**src/alpha_pkg.sv**
```systemverilog
package alpha_pkg;

	// readout pulse widths and gaps, in clock cycles
	localparam int STEP_CYCLES = 100; // 70 and 150 both upset the chip
	localparam int ADC_CONVERSION_CYCLES = 8192; // 2*4096 for the wilkinson ramp
	localparam int READOUT_COUNT_BITS = $clog2(STEP_CYCLES + ADC_CONVERSION_CYCLES);

	// legacy serial bias interface
	localparam int SERIAL_STEP_CYCLES = 5; // cycles between sin/sclk/pclk edges
	localparam int SERIAL_COUNT_BITS = $clog2(SERIAL_STEP_CYCLES);
	localparam int BIAS_WORD_BITS = 16;
	localparam int BIAS_WORD_COUNT = 4;
	localparam int BIT_INDEX_BITS = $clog2(BIAS_WORD_BITS);
	localparam int WORD_INDEX_BITS = $clog2(BIAS_WORD_COUNT);

	// push-button front end
	localparam int BUTTON_COUNT = 2; // bit 0 readout, bit 1 bias load
	localparam int PICKOFF_DEPTH = 6;

	// one serial word as the chip expects it, msb first
	typedef struct packed {
		logic [1:0] pad; // always zero
		logic [1:0] address; // register select
		logic [11:0] data; // bias dac code
	} bias_word_t;

	// CMP bias, ISEL, SB bias, DB bias in load order
	localparam bias_word_t BIAS_TABLE [BIAS_WORD_COUNT] = '{
		'{pad: 2'b00, address: 2'd0, data: 12'h9ff}, // CMP bias
		'{pad: 2'b00, address: 2'd1, data: 12'h9ff}, // ISEL
		'{pad: 2'b00, address: 2'd2, data: 12'h9ff}, // SB bias
		'{pad: 2'b00, address: 2'd3, data: 12'h9ff} // DB bias
	};

	typedef enum logic [3:0] {
		RO_IDLE,
		RO_LEAD, // quiet time before dreset
		RO_DRESET,
		RO_GAP_DRESET,
		RO_SYNC,
		RO_GAP_SYNC,
		RO_TOKEN,
		RO_GAP_TOKEN,
		RO_TRIG,
		RO_CONVERT, // adc conversion wait
		RO_TOKEN2 // token again to start readout
	} readout_state_e;

	typedef enum logic [2:0] {
		LD_IDLE,
		LD_SET_DATA, // sin updated
		LD_CLOCK_HIGH,
		LD_CLOCK_LOW,
		LD_LATCH_GAP,
		LD_LATCH_HIGH,
		LD_LATCH_LOW
	} load_state_e;

	// everything the chip sees from us
	typedef struct packed {
		logic dreset;
		logic sync;
		logic token;
		logic trig_top;
		logic trig_mid;
		logic trig_bot;
		logic sin;
		logic sclk;
		logic pclk;
	} alpha_pins_t;

endpackage
```
**src/alpha_control_top.sv**
```systemverilog
`timescale 1ns/10ps

// control logic for the sampling chip: buttons in, chip pins out
module alpha_control_top import alpha_pkg::*; (
	input logic clock,
	input logic reset,
	input logic [BUTTON_COUNT-1:0] buttons, // bit 0 readout, bit 1 bias load
	input logic [1:0] switches, // trig_mid and trig_bot enables
	output alpha_pins_t pins
);

	logic start_readout;
	logic start_load;
	logic dreset;
	logic sync;
	logic token;
	logic trig;
	logic sin;
	logic sclk;
	logic pclk;

	button_pickoff u_pickoff (
		.clock(clock),
		.reset(reset),
		.buttons(buttons),
		.start_readout(start_readout),
		.start_load(start_load)
	);

	readout_sequencer u_readout (
		.clock(clock),
		.reset(reset),
		.start(start_readout),
		.dreset(dreset),
		.sync(sync),
		.token(token),
		.trig(trig)
	);

	bias_loader u_bias (
		.clock(clock),
		.reset(reset),
		.start(start_load),
		.sin(sin),
		.sclk(sclk),
		.pclk(pclk)
	);

	// chip wants its serial clocks high during dreset
	always_comb begin
		pins.dreset = dreset;
		pins.sync = sync;
		pins.token = token;
		pins.trig_top = trig; // top copy always follows
		pins.trig_mid = trig & switches[0];
		pins.trig_bot = trig & switches[1];
		pins.sin = sin;
		pins.sclk = sclk | dreset;
		pins.pclk = pclk | dreset;
	end

endmodule

```
**src/bias_loader.sv**
```systemverilog
`timescale 1ns/10ps

// shifts the four bias words into the chip over sin/sclk and latches each with pclk
module bias_loader import alpha_pkg::*; (
	input logic clock,
	input logic reset,
	input logic start,
	output logic sin,
	output logic sclk,
	output logic pclk
);

	localparam logic [BIT_INDEX_BITS-1:0] TOP_BIT = BIT_INDEX_BITS'(BIAS_WORD_BITS - 1);
	localparam logic [WORD_INDEX_BITS-1:0] LAST_WORD = WORD_INDEX_BITS'(BIAS_WORD_COUNT - 1);
	localparam logic [SERIAL_COUNT_BITS-1:0] STEP_LAST = SERIAL_COUNT_BITS'(SERIAL_STEP_CYCLES - 1);

	load_state_e state;
	logic [SERIAL_COUNT_BITS-1:0] edge_count; // cycles since the last edge
	logic [BIT_INDEX_BITS-1:0] bit_index; // msb first
	logic [WORD_INDEX_BITS-1:0] word_index;
	logic [WORD_INDEX_BITS-1:0] next_word;
	logic [BIAS_WORD_BITS-1:0] word_bits; // current table entry as a plain vector
	logic [BIAS_WORD_BITS-1:0] next_word_bits;
	logic step_done;

	assign step_done = (edge_count == STEP_LAST);
	assign next_word = word_index + 1'b1;
	assign word_bits = BIAS_TABLE[word_index];
	assign next_word_bits = BIAS_TABLE[next_word];

	always_ff @(posedge clock) begin
		if (reset) begin
			state <= LD_IDLE;
			edge_count <= '0;
			bit_index <= TOP_BIT;
			word_index <= '0;
			sin <= 1'b0;
			sclk <= 1'b0;
			pclk <= 1'b0;
		end else if (start) begin
			// back to word 0, first bit goes out now
			state <= LD_SET_DATA;
			edge_count <= '0;
			bit_index <= TOP_BIT;
			word_index <= '0;
			sin <= BIAS_TABLE[0][BIAS_WORD_BITS-1];
			sclk <= 1'b0;
			pclk <= 1'b0;
		end else if (state != LD_IDLE) begin
			if (!step_done) begin
				edge_count <= edge_count + 1'b1;
			end else begin
				edge_count <= '0;
				case (state)
					LD_SET_DATA: begin
						state <= LD_CLOCK_HIGH;
						sclk <= 1'b1; // chip samples sin here
					end
					LD_CLOCK_HIGH: begin
						state <= LD_CLOCK_LOW;
						sclk <= 1'b0;
					end
					LD_CLOCK_LOW: begin
						if (bit_index == '0) begin
							state <= LD_LATCH_GAP; // word fully shifted
						end else begin
							state <= LD_SET_DATA;
							bit_index <= bit_index - 1'b1;
							sin <= word_bits[bit_index - 1'b1]; // next bit down
						end
					end
					LD_LATCH_GAP: begin
						state <= LD_LATCH_HIGH;
						pclk <= 1'b1; // parallel load into the register
					end
					LD_LATCH_HIGH: begin
						state <= LD_LATCH_LOW;
						pclk <= 1'b0;
					end
					LD_LATCH_LOW: begin
						if (word_index == LAST_WORD) begin
							state <= LD_IDLE;
							sin <= 1'b0; // park low when done
						end else begin
							state <= LD_SET_DATA;
							word_index <= next_word;
							bit_index <= TOP_BIT;
							sin <= next_word_bits[BIAS_WORD_BITS-1];
						end
					end
					default: state <= LD_IDLE;
				endcase
			end
		end
	end

	// data must be settled for the whole sclk high time
	assert property (
		@(posedge clock) disable iff (reset)
		sclk |-> $stable(sin)
	);

	// shift and latch never overlap
	assert property (
		@(posedge clock) disable iff (reset)
		!(sclk && pclk)
	);

endmodule

```
**src/readout_sequencer.sv**
```systemverilog
`timescale 1ns/10ps

// startup and first readout of the chip: dreset, sync, token, trig, wait, token
module readout_sequencer import alpha_pkg::*; (
	input logic clock,
	input logic reset,
	input logic start,
	output logic dreset,
	output logic sync,
	output logic token,
	output logic trig
);

	readout_state_e state;
	readout_state_e next_state;
	logic [READOUT_COUNT_BITS-1:0] count; // cycles spent in this phase
	logic [READOUT_COUNT_BITS-1:0] phase_last; // last count of this phase
	logic phase_done;

	// conversion phase is the only long one
	always_comb begin
		if (state == RO_CONVERT) begin
			phase_last = READOUT_COUNT_BITS'(STEP_CYCLES + ADC_CONVERSION_CYCLES - 1);
		end else begin
			phase_last = READOUT_COUNT_BITS'(STEP_CYCLES - 1);
		end
	end

	assign phase_done = (count == phase_last);

	// fixed order, no branches
	always_comb begin
		case (state)
			RO_LEAD: next_state = RO_DRESET;
			RO_DRESET: next_state = RO_GAP_DRESET;
			RO_GAP_DRESET: next_state = RO_SYNC;
			RO_SYNC: next_state = RO_GAP_SYNC;
			RO_GAP_SYNC: next_state = RO_TOKEN;
			RO_TOKEN: next_state = RO_GAP_TOKEN;
			RO_GAP_TOKEN: next_state = RO_TRIG;
			RO_TRIG: next_state = RO_CONVERT;
			RO_CONVERT: next_state = RO_TOKEN2;
			default: next_state = RO_IDLE; // token2 and idle both end here
		endcase
	end

	always_ff @(posedge clock) begin
		if (reset) begin
			state <= RO_IDLE;
			count <= '0;
			dreset <= 1'b0;
			sync <= 1'b0;
			token <= 1'b0;
			trig <= 1'b0;
		end else if (start) begin
			// restart from the lead gap, whatever was going on
			state <= RO_LEAD;
			count <= '0;
			dreset <= 1'b0;
			sync <= 1'b0;
			token <= 1'b0;
			trig <= 1'b0;
		end else if (state != RO_IDLE) begin
			if (phase_done) begin
				state <= next_state;
				count <= '0;
				// levels follow the phase we are entering
				dreset <= (next_state == RO_DRESET);
				sync <= (next_state == RO_SYNC);
				token <= (next_state == RO_TOKEN) || (next_state == RO_TOKEN2);
				trig <= (next_state == RO_TRIG);
			end else begin
				count <= count + 1'b1;
			end
		end
	end

	// the chip lines are strictly one at a time
	assert property (
		@(posedge clock) disable iff (reset)
		$onehot0({dreset, sync, token, trig})
	);

	// trigger only after the first token has had its gap
	assert property (
		@(posedge clock) disable iff (reset)
		$rose(trig) |-> ($past(state) == RO_GAP_TOKEN)
	);

endmodule

```
**src/button_pickoff.sv**
```systemverilog
`timescale 1ns/10ps

// synchronizes the push-buttons and turns each press into one start pulse
module button_pickoff import alpha_pkg::*; (
	input logic clock,
	input logic reset,
	input logic [BUTTON_COUNT-1:0] buttons,
	output logic start_readout,
	output logic start_load
);

	// oldest sample sits at the top
	logic [BUTTON_COUNT-1:0][PICKOFF_DEPTH:0] pipeline;
	logic [BUTTON_COUNT-1:0] pulse; // registered single-cycle starts

	always_ff @(posedge clock) begin
		if (reset) begin
			pipeline <= '0;
			pulse <= '0;
		end else begin
			for (int i = 0; i < BUTTON_COUNT; i++) begin
				// 0 then 1 at the two oldest stages marks the rising edge
				pulse[i] <= (pipeline[i][PICKOFF_DEPTH:PICKOFF_DEPTH-1] == 2'b01);
				pipeline[i] <= {pipeline[i][PICKOFF_DEPTH-1:0], buttons[i]}; // shift in
			end
		end
	end

	assign start_readout = pulse[0];
	assign start_load = pulse[1];

endmodule

```
**config.mk**
```make
export PLATFORM = sky130hd
export DESIGN_NAME = alpha_control_top
export DESIGN_NICKNAME = d
export VERILOG_FILES = /design/src/alpha_pkg.sv /design/src/alpha_control_top.sv /design/src/bias_loader.sv /design/src/readout_sequencer.sv /design/src/button_pickoff.sv
export SDC_FILE = /design/constraint.sdc
export NUM_CORES = 1
export LEC_CHECK = 0
export BUFFER_PORTS_ARGS = -buffer_cell sky130_fd_sc_hd__buf_4
export CAP_MARGIN = 20
export CORE_MARGIN = 3
export CORE_UTILIZATION = 64
export CTS_CLUSTER_DIAMETER = 80
export CTS_CLUSTER_SIZE = 20
export DETAILED_ROUTE_END_ITERATION = 8
export PLACE_DENSITY = 0.86
export SYNTH_ARGS = -nofsm -noshare
export SYNTH_HDL_FRONTEND = slang
export SYNTH_SLANG_ARGS = --single-unit
```
**constraint.sdc**
```tcl
create_clock -name clock -period 3.3 [get_ports clock]
set_input_delay 0.495 -clock clock [delete_from_list [all_inputs] [get_ports clock]]
set_output_delay 0.495 -clock clock [all_outputs]
set_load 0.05 [all_outputs]
```
==> results.tsv, run 1 <==
stage	metric	value	unit
outcome	status	complete, no violations	
route	route.vias.total	1895	
worst_setup_path	slowest_delay	0.66	ns
route	drc	0	
sta	period_share	63.9	%
worst_setup_path	slowest_stage	o21ai_2	
route	first_pass_iters	4	
final_layout	final_common_cell	dfxtp_1	
logic_synthesis	synth-seq-area-share	41.6	%
final_layout	fin_cells	345	
logic_synthesis	mappedNetlistNets	311	
cts	cts_tree	yes	
sta	slew_viol_final	0	
cts	htreeDepth	2	
worst_setup_path	worstSetupPathType	flip-flop to flip-flop	
final_layout	num-nets-final	312	
global_routing	grt_pass1_wl	7290	um
job	max_cap_viol_count	0	
logic_synthesis	ys_seq_elements	53	
cts	post_cts_buffers	0	
die	die-area	0.00478	mm2
logic_synthesis	synth-main-ff-cell	dfxtp_1	
global_routing	track_usage	18.5	%
worst_setup_path	required	3.47	ns
logic_synthesis	syn-cell-area	0.00255	mm2
die	pin_count	15	
worst_setup_path	worstPathCellList	or4_4, nor2_4, nand3_2, o21ai_2, a21oi_1	
global_routing	antenna_found_initial	0	
cts	clock_sinks	53	
cts	cts_buffer_depth	2	
global_routing	grt_pass1_vias	1659	
power	leakage	1.02	nW
logic_synthesis	async_reset_ff_share	0	%
cts	cts_buffers	5	
route	avgViaCountPerCell	5.49	
logic_synthesis	synth_edf_count	0	
logic_synthesis	ys_types	48	
power	power_density	396	mW/mm2
sta	rsz0062_at_grt	no	
cts	insertion_delay	0.32	ns
sta	relSlewSlack	46.6	%
final_layout	area_delta_synth_final	5.84	%
place	dp_cells	337	
place	numPortBuffers	14	
worst_setup_path	critPathLaunchType	flip-flop	
cts	clkTransAtPathRegs	0.10	ns
route	wire_per_inst	12.3	um
die	core-area	0.00374	mm2
power	vdd_drop_max	307	uV
worst_setup_path	crit_arrival	2.28	ns
route	drt_iter0_drc	163	
logic_synthesis	syn_avg_cell_area	8.64	um2
logic_synthesis	yosys_warnings	0	
cts	clockRootBuffer	clkbuf_8	
place	place_congestion	0.876	
die	die_w	69.1	um
worst_setup_path	worstSetupEndpointType	flip-flop	
final_layout	drive_above_1_share	16.2	%
logic_synthesis	synthCells	295	
sta	max_freq	474	MHz
die	rows	22	
sta	skew	0.00746	ns
sta	finalSetupTns	0	ns
die	dieHeight	69.1	um
cts	hold_buffers	0	
cts	post_cts_resized	0	
final_layout	antenna_cells	0	
global_routing	grt_max_degree	21	
route	finalWirelength	4240	um
die	initial_core_util	68.1	%
worst_setup_path	crit_family	simple AND/OR/NAND/NOR gates	
place	hpwl	2980	um
sta	timing.hold.ws	0.385	ns
final_layout	fillCellCount	308	
sta	setup_viol	0	
sta	min_period	2.11	ns
final_layout	layout_common_cells	dfxtp_1, nor2_1, nand2_1	
hold_path	worstHoldPathType	input port to flip-flop	
worst_setup_path	critPathMaxFanout	15	
worst_setup_path	path_buf_inv	0	
sta	worst_pin_slew	0.800	ns
sta	hold_violations	0	
global_routing	grt_overflow	0	
route	ant_nets	0	
## cells in the mapped netlist, types with 2 or more instances
master    count  area, um2
o22ai_1       3       18.8
xor2_1        9       78.8
nor2_1       32        120
nor3_1        5       25.0
nand2b_1      7       43.8
buf_4         6       45.0
or3_1         2       12.5
a21oi_1      14       70.1
or2_2         6       37.5
a211oi_1      3       22.5
nand3_1       2       10.0
a22oi_1       4       30.0
o32ai_1       2       17.5
xnor2_1       9       78.8
or4_1         2       15.0
nor2_2       10       62.6
clkbuf_1     10       37.5
inv_1        13       48.8
and2_1        3       18.8
nand2_1      24       90.1
ha_1         10        125
mux2i_1       3       30.0
o21ai_0      12       60.1
buf_6         2       22.5
nand4_1       7       43.8
o211ai_1      2       15.0
nor2b_1      18        113
dfxtp_1      53       1060
nor3b_1       3       22.5
## metrics by stage
step                utilization (%)  cell area, um2  worst slack (ns)  power (mW)
floorplan                         -            2550              1.33       0.684
global placement               69.5            2600              1.22       0.692
detailed placement             69.5            2600              1.19       0.693
CTS                            72.1            2700              1.17        1.08
global route                   72.1            2700             0.997        1.11
finish                         72.1            2700              1.19        1.07
## flip-flops by register name (all words and copies together), names as in the netlist, 2 cells and up
name                flops
u_pickoff.pipeline     14
u_bias.bit_index        4
u_readout.count        14
u_bias.state            3
u_bias.word_index       2
u_readout.state         4
u_pickoff.pulse         2
u_bias.edge_count       3
## path summary, 6_finish.rpt
check	startpoint	end	slack [ns]	cells past startpoint
setup reg to reg	u_readout.count[8]	u_readout.dreset	1.19	5
hold / removal	buttons[1]	u_pickoff.pipeline[7]	0.38	2
setup / recovery	u_readout.count[8]	u_readout.dreset	1.19	5
hold reg to reg	u_pickoff.pipeline[13]	u_pickoff.pulse[1]	0.39	1
## area by class of cell
cell class / instances / area (um2) / area share, %
inverter: 13 / 48.8 / 1.81
timing repair buffer: 14 / 105 / 3.89
clock inverter: 3 / 28.8 / 1.07
multi-input combinational: 209 / 1330 / 49.1
clock buffer: 5 / 68.8 / 2.55
sequential: 53 / 1060 / 39.3
tap: 48 / 60.1 / 2.23
## per-layer routing
layer / GRT usage, % / up-vias / wire length (um)
li1: - / 985 / -
met1: 25.0 / 857 / 2070
met2: 28.7 / 49 / 1910
met3: 5.39 / 4 / 230
met4: 5.21 / 0 / 31
met5: 0 / - / 0
## kinds of logic (layout without fill, tap and decap cells)
family	Yosys count	in the layout	share of synthesized area, %
AND/OR/NAND/NOR	132	132	28.2
flip-flops	53	53	41.6
AO/OA/AOI/OAI	44	44	10.5
buffers and inverters	33	35	6.38
XOR/XNOR	18	18	6.18
adder cells (fa/ha/maj)	10	10	4.91
multiplexers	5	5	2.21
## worst register-to-register path: stages (launching register included)
cell     delay [ns]
dfxtp_1        0.37
or4_4          0.56
nor2_4         0.13
nand3_2        0.12
o21ai_2        0.66
a21oi_1        0.13
## power breakdown
group | switching (mW) | internal, mW | total (mW)
Sequential | 0.00187 | 0.644 | 0.646
Clock | 0.232 | 0.159 | 0.391
Combinational | 0.0198 | 0.0114 | 0.0312
No activity file was read; power rests on OpenSTA's default activity.
==> run 2: changes to the inputs <==
Settings changed: CORE_UTILIZATION 64 to 60, PLACE_DENSITY 0.86 to 0.82.
Clock period 3.3 ns to 2.2 ns, I/O delays scaled along.
==> run 2 against run 1 <==
  * Wire length up 1.5%
  * Global-route usage up 0.49 points
  * Worst setup slack worse by 1.0 ns
  * Largest cell class unchanged
  * Total power up 46%
  * Critical path type unchanged
  * Fmax up 4.0%
  * Clock skew up 0.00081 ns
==> results.tsv, run 2 (same netlist as run 1, synthesis figures left out) <==
stage	metric	value	unit
sta	min_period	2.03	ns
sta	relSlewSlack	63.6	%
global_routing	busiest_layer	met2	
cts	cts_buffers	5	
global_routing	use_met2	32.8	%
sta	worst_pin_slew	0.540	ns
worst_setup_path	required	2.43	ns
die	dieHeight	71.2	um
global_routing	grt_overflow	0	
cts	clockRootBuffer	clkbuf_8	
die	die_w	71.2	um
cts	cts_tree	yes	
power	power_density	570	mW/mm2
route	first_pass_iters	4	
place	numPortBuffers	14	
global_routing	grtUsageMet3	4.55	%
global_routing	grt_pass1_vias	1850	
route	drc	0	
global_routing	track_usage	19.0	%
cts	post_cts_buffers	0	
die	pin_count	15	
global_routing	grt_pass1_wl	7740	um
power	pwr-share-comb	3.2	%
place	hpwl	3180	um
cts	insertion_delay	0.31	ns
worst_setup_path	worstSetupEndpointType	flip-flop	
route	avgViaCountPerCell	5.45	
cts	hold_buffers	0	
final_layout	area_delta_synth_final	7.11	%
final_layout	layout_common_cells	dfxtp_1, nor2_1, nand2_1	
final_layout	fin_cells	352	
die	core-area	0.00406	mm2
final_layout	final_common_cell	dfxtp_1	
die	initial_core_util	62.8	%
final_layout	drive_above_1_share	17.5	%
place	dp_cells	344	
final_layout	top_regs	u_pickoff.pipeline (14), u_readout.count (14)	
sta	period_share	92.1	%
global_routing	antenna_found_initial	0	
global_routing	grt_max_degree	21	
route	route.vias.total	1919	
power	swShare	22.1	%
sta	hold_violations	0	
global_routing	global_route.usage.met1	22.1	%
cts	post_cts_resized	0	
cts	clkTransAtPathRegs	0.10	ns
sta	finalSetupTns	0	ns
worst_setup_path	worstSetupPathType	flip-flop to flip-flop	
worst_setup_path	critPathLaunchType	flip-flop	
worst_setup_path	crit_arrival	2.26	ns
power	seqPwrFrac	62.3	%
final_layout	fillCellCount	356	
power	clkPwrFrac	34.5	%
power	leakage	1.04	nW
route	drt_iter0_drc	109	
power	internal-power	1.21	mW
sta	rsz0062_at_grt	no	
sta	skew	0.00827	ns
place	place_congestion	0.871	
route	finalWirelength	4300	um
sta	slew_viol_final	0	
job	max_cap_viol_count	0	
cts	cts_buffer_depth	2	
die	rows	23	
cts	clock_sinks	53	
route	wire_per_inst	12.2	um
sta	setup_viol	0	
hold_path	worstHoldPathType	input port to flip-flop	
power	vdd_drop_max	497	uV
outcome	status	complete, no violations	
power	p_sw	0.344	mW
final_layout	antenna_cells	0	
sta	max_freq	494	MHz
die	die-area	0.00507	mm2
worst_setup_path	critPathMaxFanout	8	
route	ant_nets	0	
cts	htreeDepth	2	
final_layout	num-nets-final	317	
-- run 2: changes by cell type in the layout (fill, tap and decap cells not counted) --
cell        before  now
buf_4           14   19
clkinv_2         0    1
clkinv_4         1    0
clkinvlp_4       0    1
inv_8            1    0
-- run 2: layout make-up --
class	instances	area (um2)	share of cell area (%)
Inverter	13	48.8	1.79
Timing Repair Buffer	19	143	5.22
Multi-Input combinational cell	209	1330	48.6
Sequential cell	53	1060	38.8
Clock inverter	3	21.3	0.779
Tap cell	50	62.6	2.29
Clock buffer	5	68.8	2.52
-- run 2: path summary, 6_finish.rpt --
kind                                            start               endpoint  slack [ns]  cells after the start
worst max-delay path              u_bias.bit_index[0]    u_bias.bit_index[3]        0.17                      7
worst min-delay path                       buttons[0]  u_pickoff.pipeline[0]        0.24                      2
worst max register to register    u_bias.bit_index[0]    u_bias.bit_index[3]        0.17                      7
worst min register to register  u_pickoff.pipeline[6]     u_pickoff.pulse[0]        0.39                      1
-- run 2: power groups by stage --
| stage | Combinational (mW) | Clock (mW) | Sequential (mW) |
|---|---|---|---|
| 2_1_floorplan | 0.0358 | 0 | 0.991 |
| 5_1_grt | 0.0551 | 0.597 | 0.971 |
| 3_5_place_dp | 0.0503 | 0 | 0.992 |
| 4_1_cts | 0.0505 | 0.560 | 0.969 |
| 3_3_place_gp | 0.0497 | 0 | 0.991 |
| 6_report | 0.0496 | 0.537 | 0.969 |
-- run 2: stage by stage --
step | worst slack [ns] | power, mW | cell area (um2) | utilization [%] | hold slack (ns)
after detailed placement | 0.216 | 1.04 | 2640 | 65.1 | 0.385
final | 0.174 | 1.56 | 2730 | 67.3 | 0.240
after floorplan | 0.228 | 1.03 | 2550 | - | 0.367
after global routing | 0.0102 | 1.62 | 2730 | 67.3 | 0.229
after CTS | 0.193 | 1.58 | 2730 | 67.3 | 0.227
after global placement | 0.279 | 1.04 | 2640 | 65.1 | 0.372
-- run 2: metal layers --
metal / vias up / wire length (um) / part of all wire, %
met2: 24 / 2100 / 49
met3: 7 / 139 / 3.2
met4: 0 / 76 / 1.8
met1: 893 / 1980 / 46
met5: - / 0 / 0
li1: 995 / - / -
-- run 2: worst max-delay path: stages (launching register included) --
cell	delay, ns
dfxtp_1	0.48
inv_1	0.10
ha_1	0.29
nor3b_1	0.20
or2_2	0.33
a21oi_1	0.24
o21ai_0	0.14
o211ai_1	0.18
==> run 3: changes to the inputs <==
Settings changed: MAX_ROUTING_LAYER set to met4, RECOVER_POWER set to 50.
==> run 3 against run 2 <==
  * Clock-buffer cell count up 1
  * Final cell count unchanged
  * Die area did not move
  * Global-route usage grew 0.93 points
  * Fmax increased by 1.0%
  * Clock power grew 3%
  * Sequential power is essentially flat
  * Register-to-register slack improved by 0.02 ns
==> results.tsv, run 3 (same netlist as run 1, synthesis figures left out) <==
stage	metric	value	unit
outcome	status	complete, no violations	
power	pwr-share-comb	3.0	%
worst_setup_path	slowest_delay	0.47	ns
sta	worst_pin_slew	0.796	ns
route	first_pass_iters	4	
worst_setup_path	worstSetupPathType	flip-flop to flip-flop	
worst_setup_path	path_buf_inv	1	
sta	skew	0.00377	ns
route	drt_iter0_drc	92	
final_layout	final_common_cell	dfxtp_1	
power	power_density	582	mW/mm2
worst_setup_path	critPathMaxFanout	8	
place	place_area	0.00264	mm2
sta	setup_viol	0	
cts	cts_tree	yes	
final_layout	stdcell_area	0.00270	mm2
global_routing	grt_max_degree	21	
power	seqPwrFrac	61.7	%
sta	relSlewSlack	47.0	%
die	initial_core_util	62.8	%
global_routing	grt_pass1_wl	7960	um
cts	post_cts_resized	0	
worst_setup_path	required	2.43	ns
die	die-area	0.00507	mm2
cts	clkTransAtPathRegs	0.09	ns
place	hpwl	3200	um
worst_setup_path	worstSetupEndpointType	flip-flop	
hold_path	min_path_cells	2	
sta	rsz0062_at_grt	no	
final_layout	num-nets-final	317	
die	rows	23	
worst_setup_path	r2r.worst_path.cells	7	
route	avgViaCountPerCell	5.49	
worst_setup_path	crit_arrival	2.24	ns
global_routing	grt_pass1_vias	1876	
worst_setup_path	crit_family	compound AO/OA/AOI/OAI gates	
cts	htreeDepth	2	
cts	clockRootBuffer	clkbuf_8	
cts	clock_sinks	53	
job	max_cap_viol_count	0	
power	internal-power	1.24	mW
worst_setup_path	critPathLaunchType	flip-flop	
cts	cts_buffer_depth	2	
final_layout	drive_above_1_share	14.2	%
cts	hold_buffers	0	
power	leakage	1.00	nW
worst_setup_path	slowest_stage	dfxtp_1	
die	die_w	71.2	um
sta	period_share	91.2	%
global_routing	track_usage	19.9	%
power	p_sw	0.332	mW
sta	min_period	2.01	ns
sta	max_freq	499	MHz
cts	insertion_delay	0.30	ns
power	clkPwrFrac	35.3	%
place	place_congestion	0.875	
final_layout	fillCellCount	356	
power	vdd_drop_max	408	uV
global_routing	antenna_found_initial	0	
sta	finalSetupTns	0	ns
final_layout	top_regs	u_pickoff.pipeline (14), u_readout.count (14)	
die	dieHeight	71.2	um
route	drc	0	
hold_path	worstHoldPathType	input port to flip-flop	
cts	cts_buffers	5	
sta	hold_violations	0	
worst_setup_path	worstPathCellList	inv_1, ha_1, nor3b_1, or2_2, a21oi_1, o21ai_0, o211ai_1	
place	numPortBuffers	14	
cts	post_cts_buffers	0	
route	finalWirelength	4370	um
final_layout	layout_common_cells	dfxtp_1, nor2_1, nand2_1	
worst_setup_path	cp_num_cells	7	
die	pin_count	15	
final_layout	area_delta_synth_final	5.89	%
sta	slew_viol_final	0	
power	swShare	21.2	%
sta	timing.hold.ws	0.236	ns
route	route.vias.total	1932	
global_routing	grt_overflow	0	
route	ant_nets	0	
final_layout	antenna_cells	0	
route	wire_per_inst	12.4	um
die	core-area	0.00406	mm2
-- run 3: cell type report --
cell class                      instances  area (um2)  share of cell area (%)
Inverter                               13        48.8                    1.81
Sequential cell                        53        1060                    39.3
Clock buffer                            6        82.6                    3.06
Multi-Input combinational cell        209        1330                    49.1
Tap cell                               50        62.6                    2.32
Clock inverter                          2        13.8                   0.510
Timing Repair Buffer                   19         105                    3.89
-- run 3: per-stage QoR --
| stage | setup slack (ns) | util (%) | cells | power [mW] |
|---|---|---|---|---|
| 4_1_cts | 0.180 | 67.5 | 352 | 1.60 |
| 3_3_place_gp | 0.294 | 65.1 | 344 | 1.04 |
| 6_report | 0.195 | 66.5 | 352 | 1.57 |
| 3_5_place_dp | 0.209 | 65.1 | 344 | 1.04 |
| 5_1_grt | 0.0412 | 66.5 | 352 | 1.64 |
| 2_1_floorplan | 0.228 | - | 295 | 1.03 |
-- run 3: path summary, 6_finish.rpt --
path	start	endpoint	slack, ns
max reg2reg	u_bias.bit_index[0]	u_bias.bit_index[3]	0.19
min reg2reg	u_pickoff.pipeline[13]	u_pickoff.pulse[1]	0.39
min	buttons[0]	u_pickoff.pipeline[0]	0.24
max	u_bias.bit_index[0]	u_bias.bit_index[3]	0.19
-- run 3: worst register-to-register path, stage by stage, from the launching register on --
cell and delay [ns]:
dfxtp_1 0.47, inv_1 0.10, ha_1 0.28, nor3b_1 0.19
or2_2 0.32, a21oi_1 0.27, o21ai_0 0.14, o211ai_1 0.16
-- run 3: layer usage --
metal	vias up	GRT usage (%)	wire length, um
met4	0	7.72	61
met3	4	3.84	118
met5	-	-	0
met2	20	32.7	2200
met1	915	24.1	1990
li1	993	-	-
-- run 3: power groups by stage --
stage / Combinational [mW] / Clock (mW) / Sequential (mW)
6_report: 0.0477 / 0.554 / 0.969
4_1_cts: 0.0506 / 0.579 / 0.969
5_1_grt: 0.0522 / 0.616 / 0.970
3_5_place_dp: 0.0504 / 0 / 0.991
2_1_floorplan: 0.0358 / 0 / 0.991
3_3_place_gp: 0.0497 / 0 / 0.991
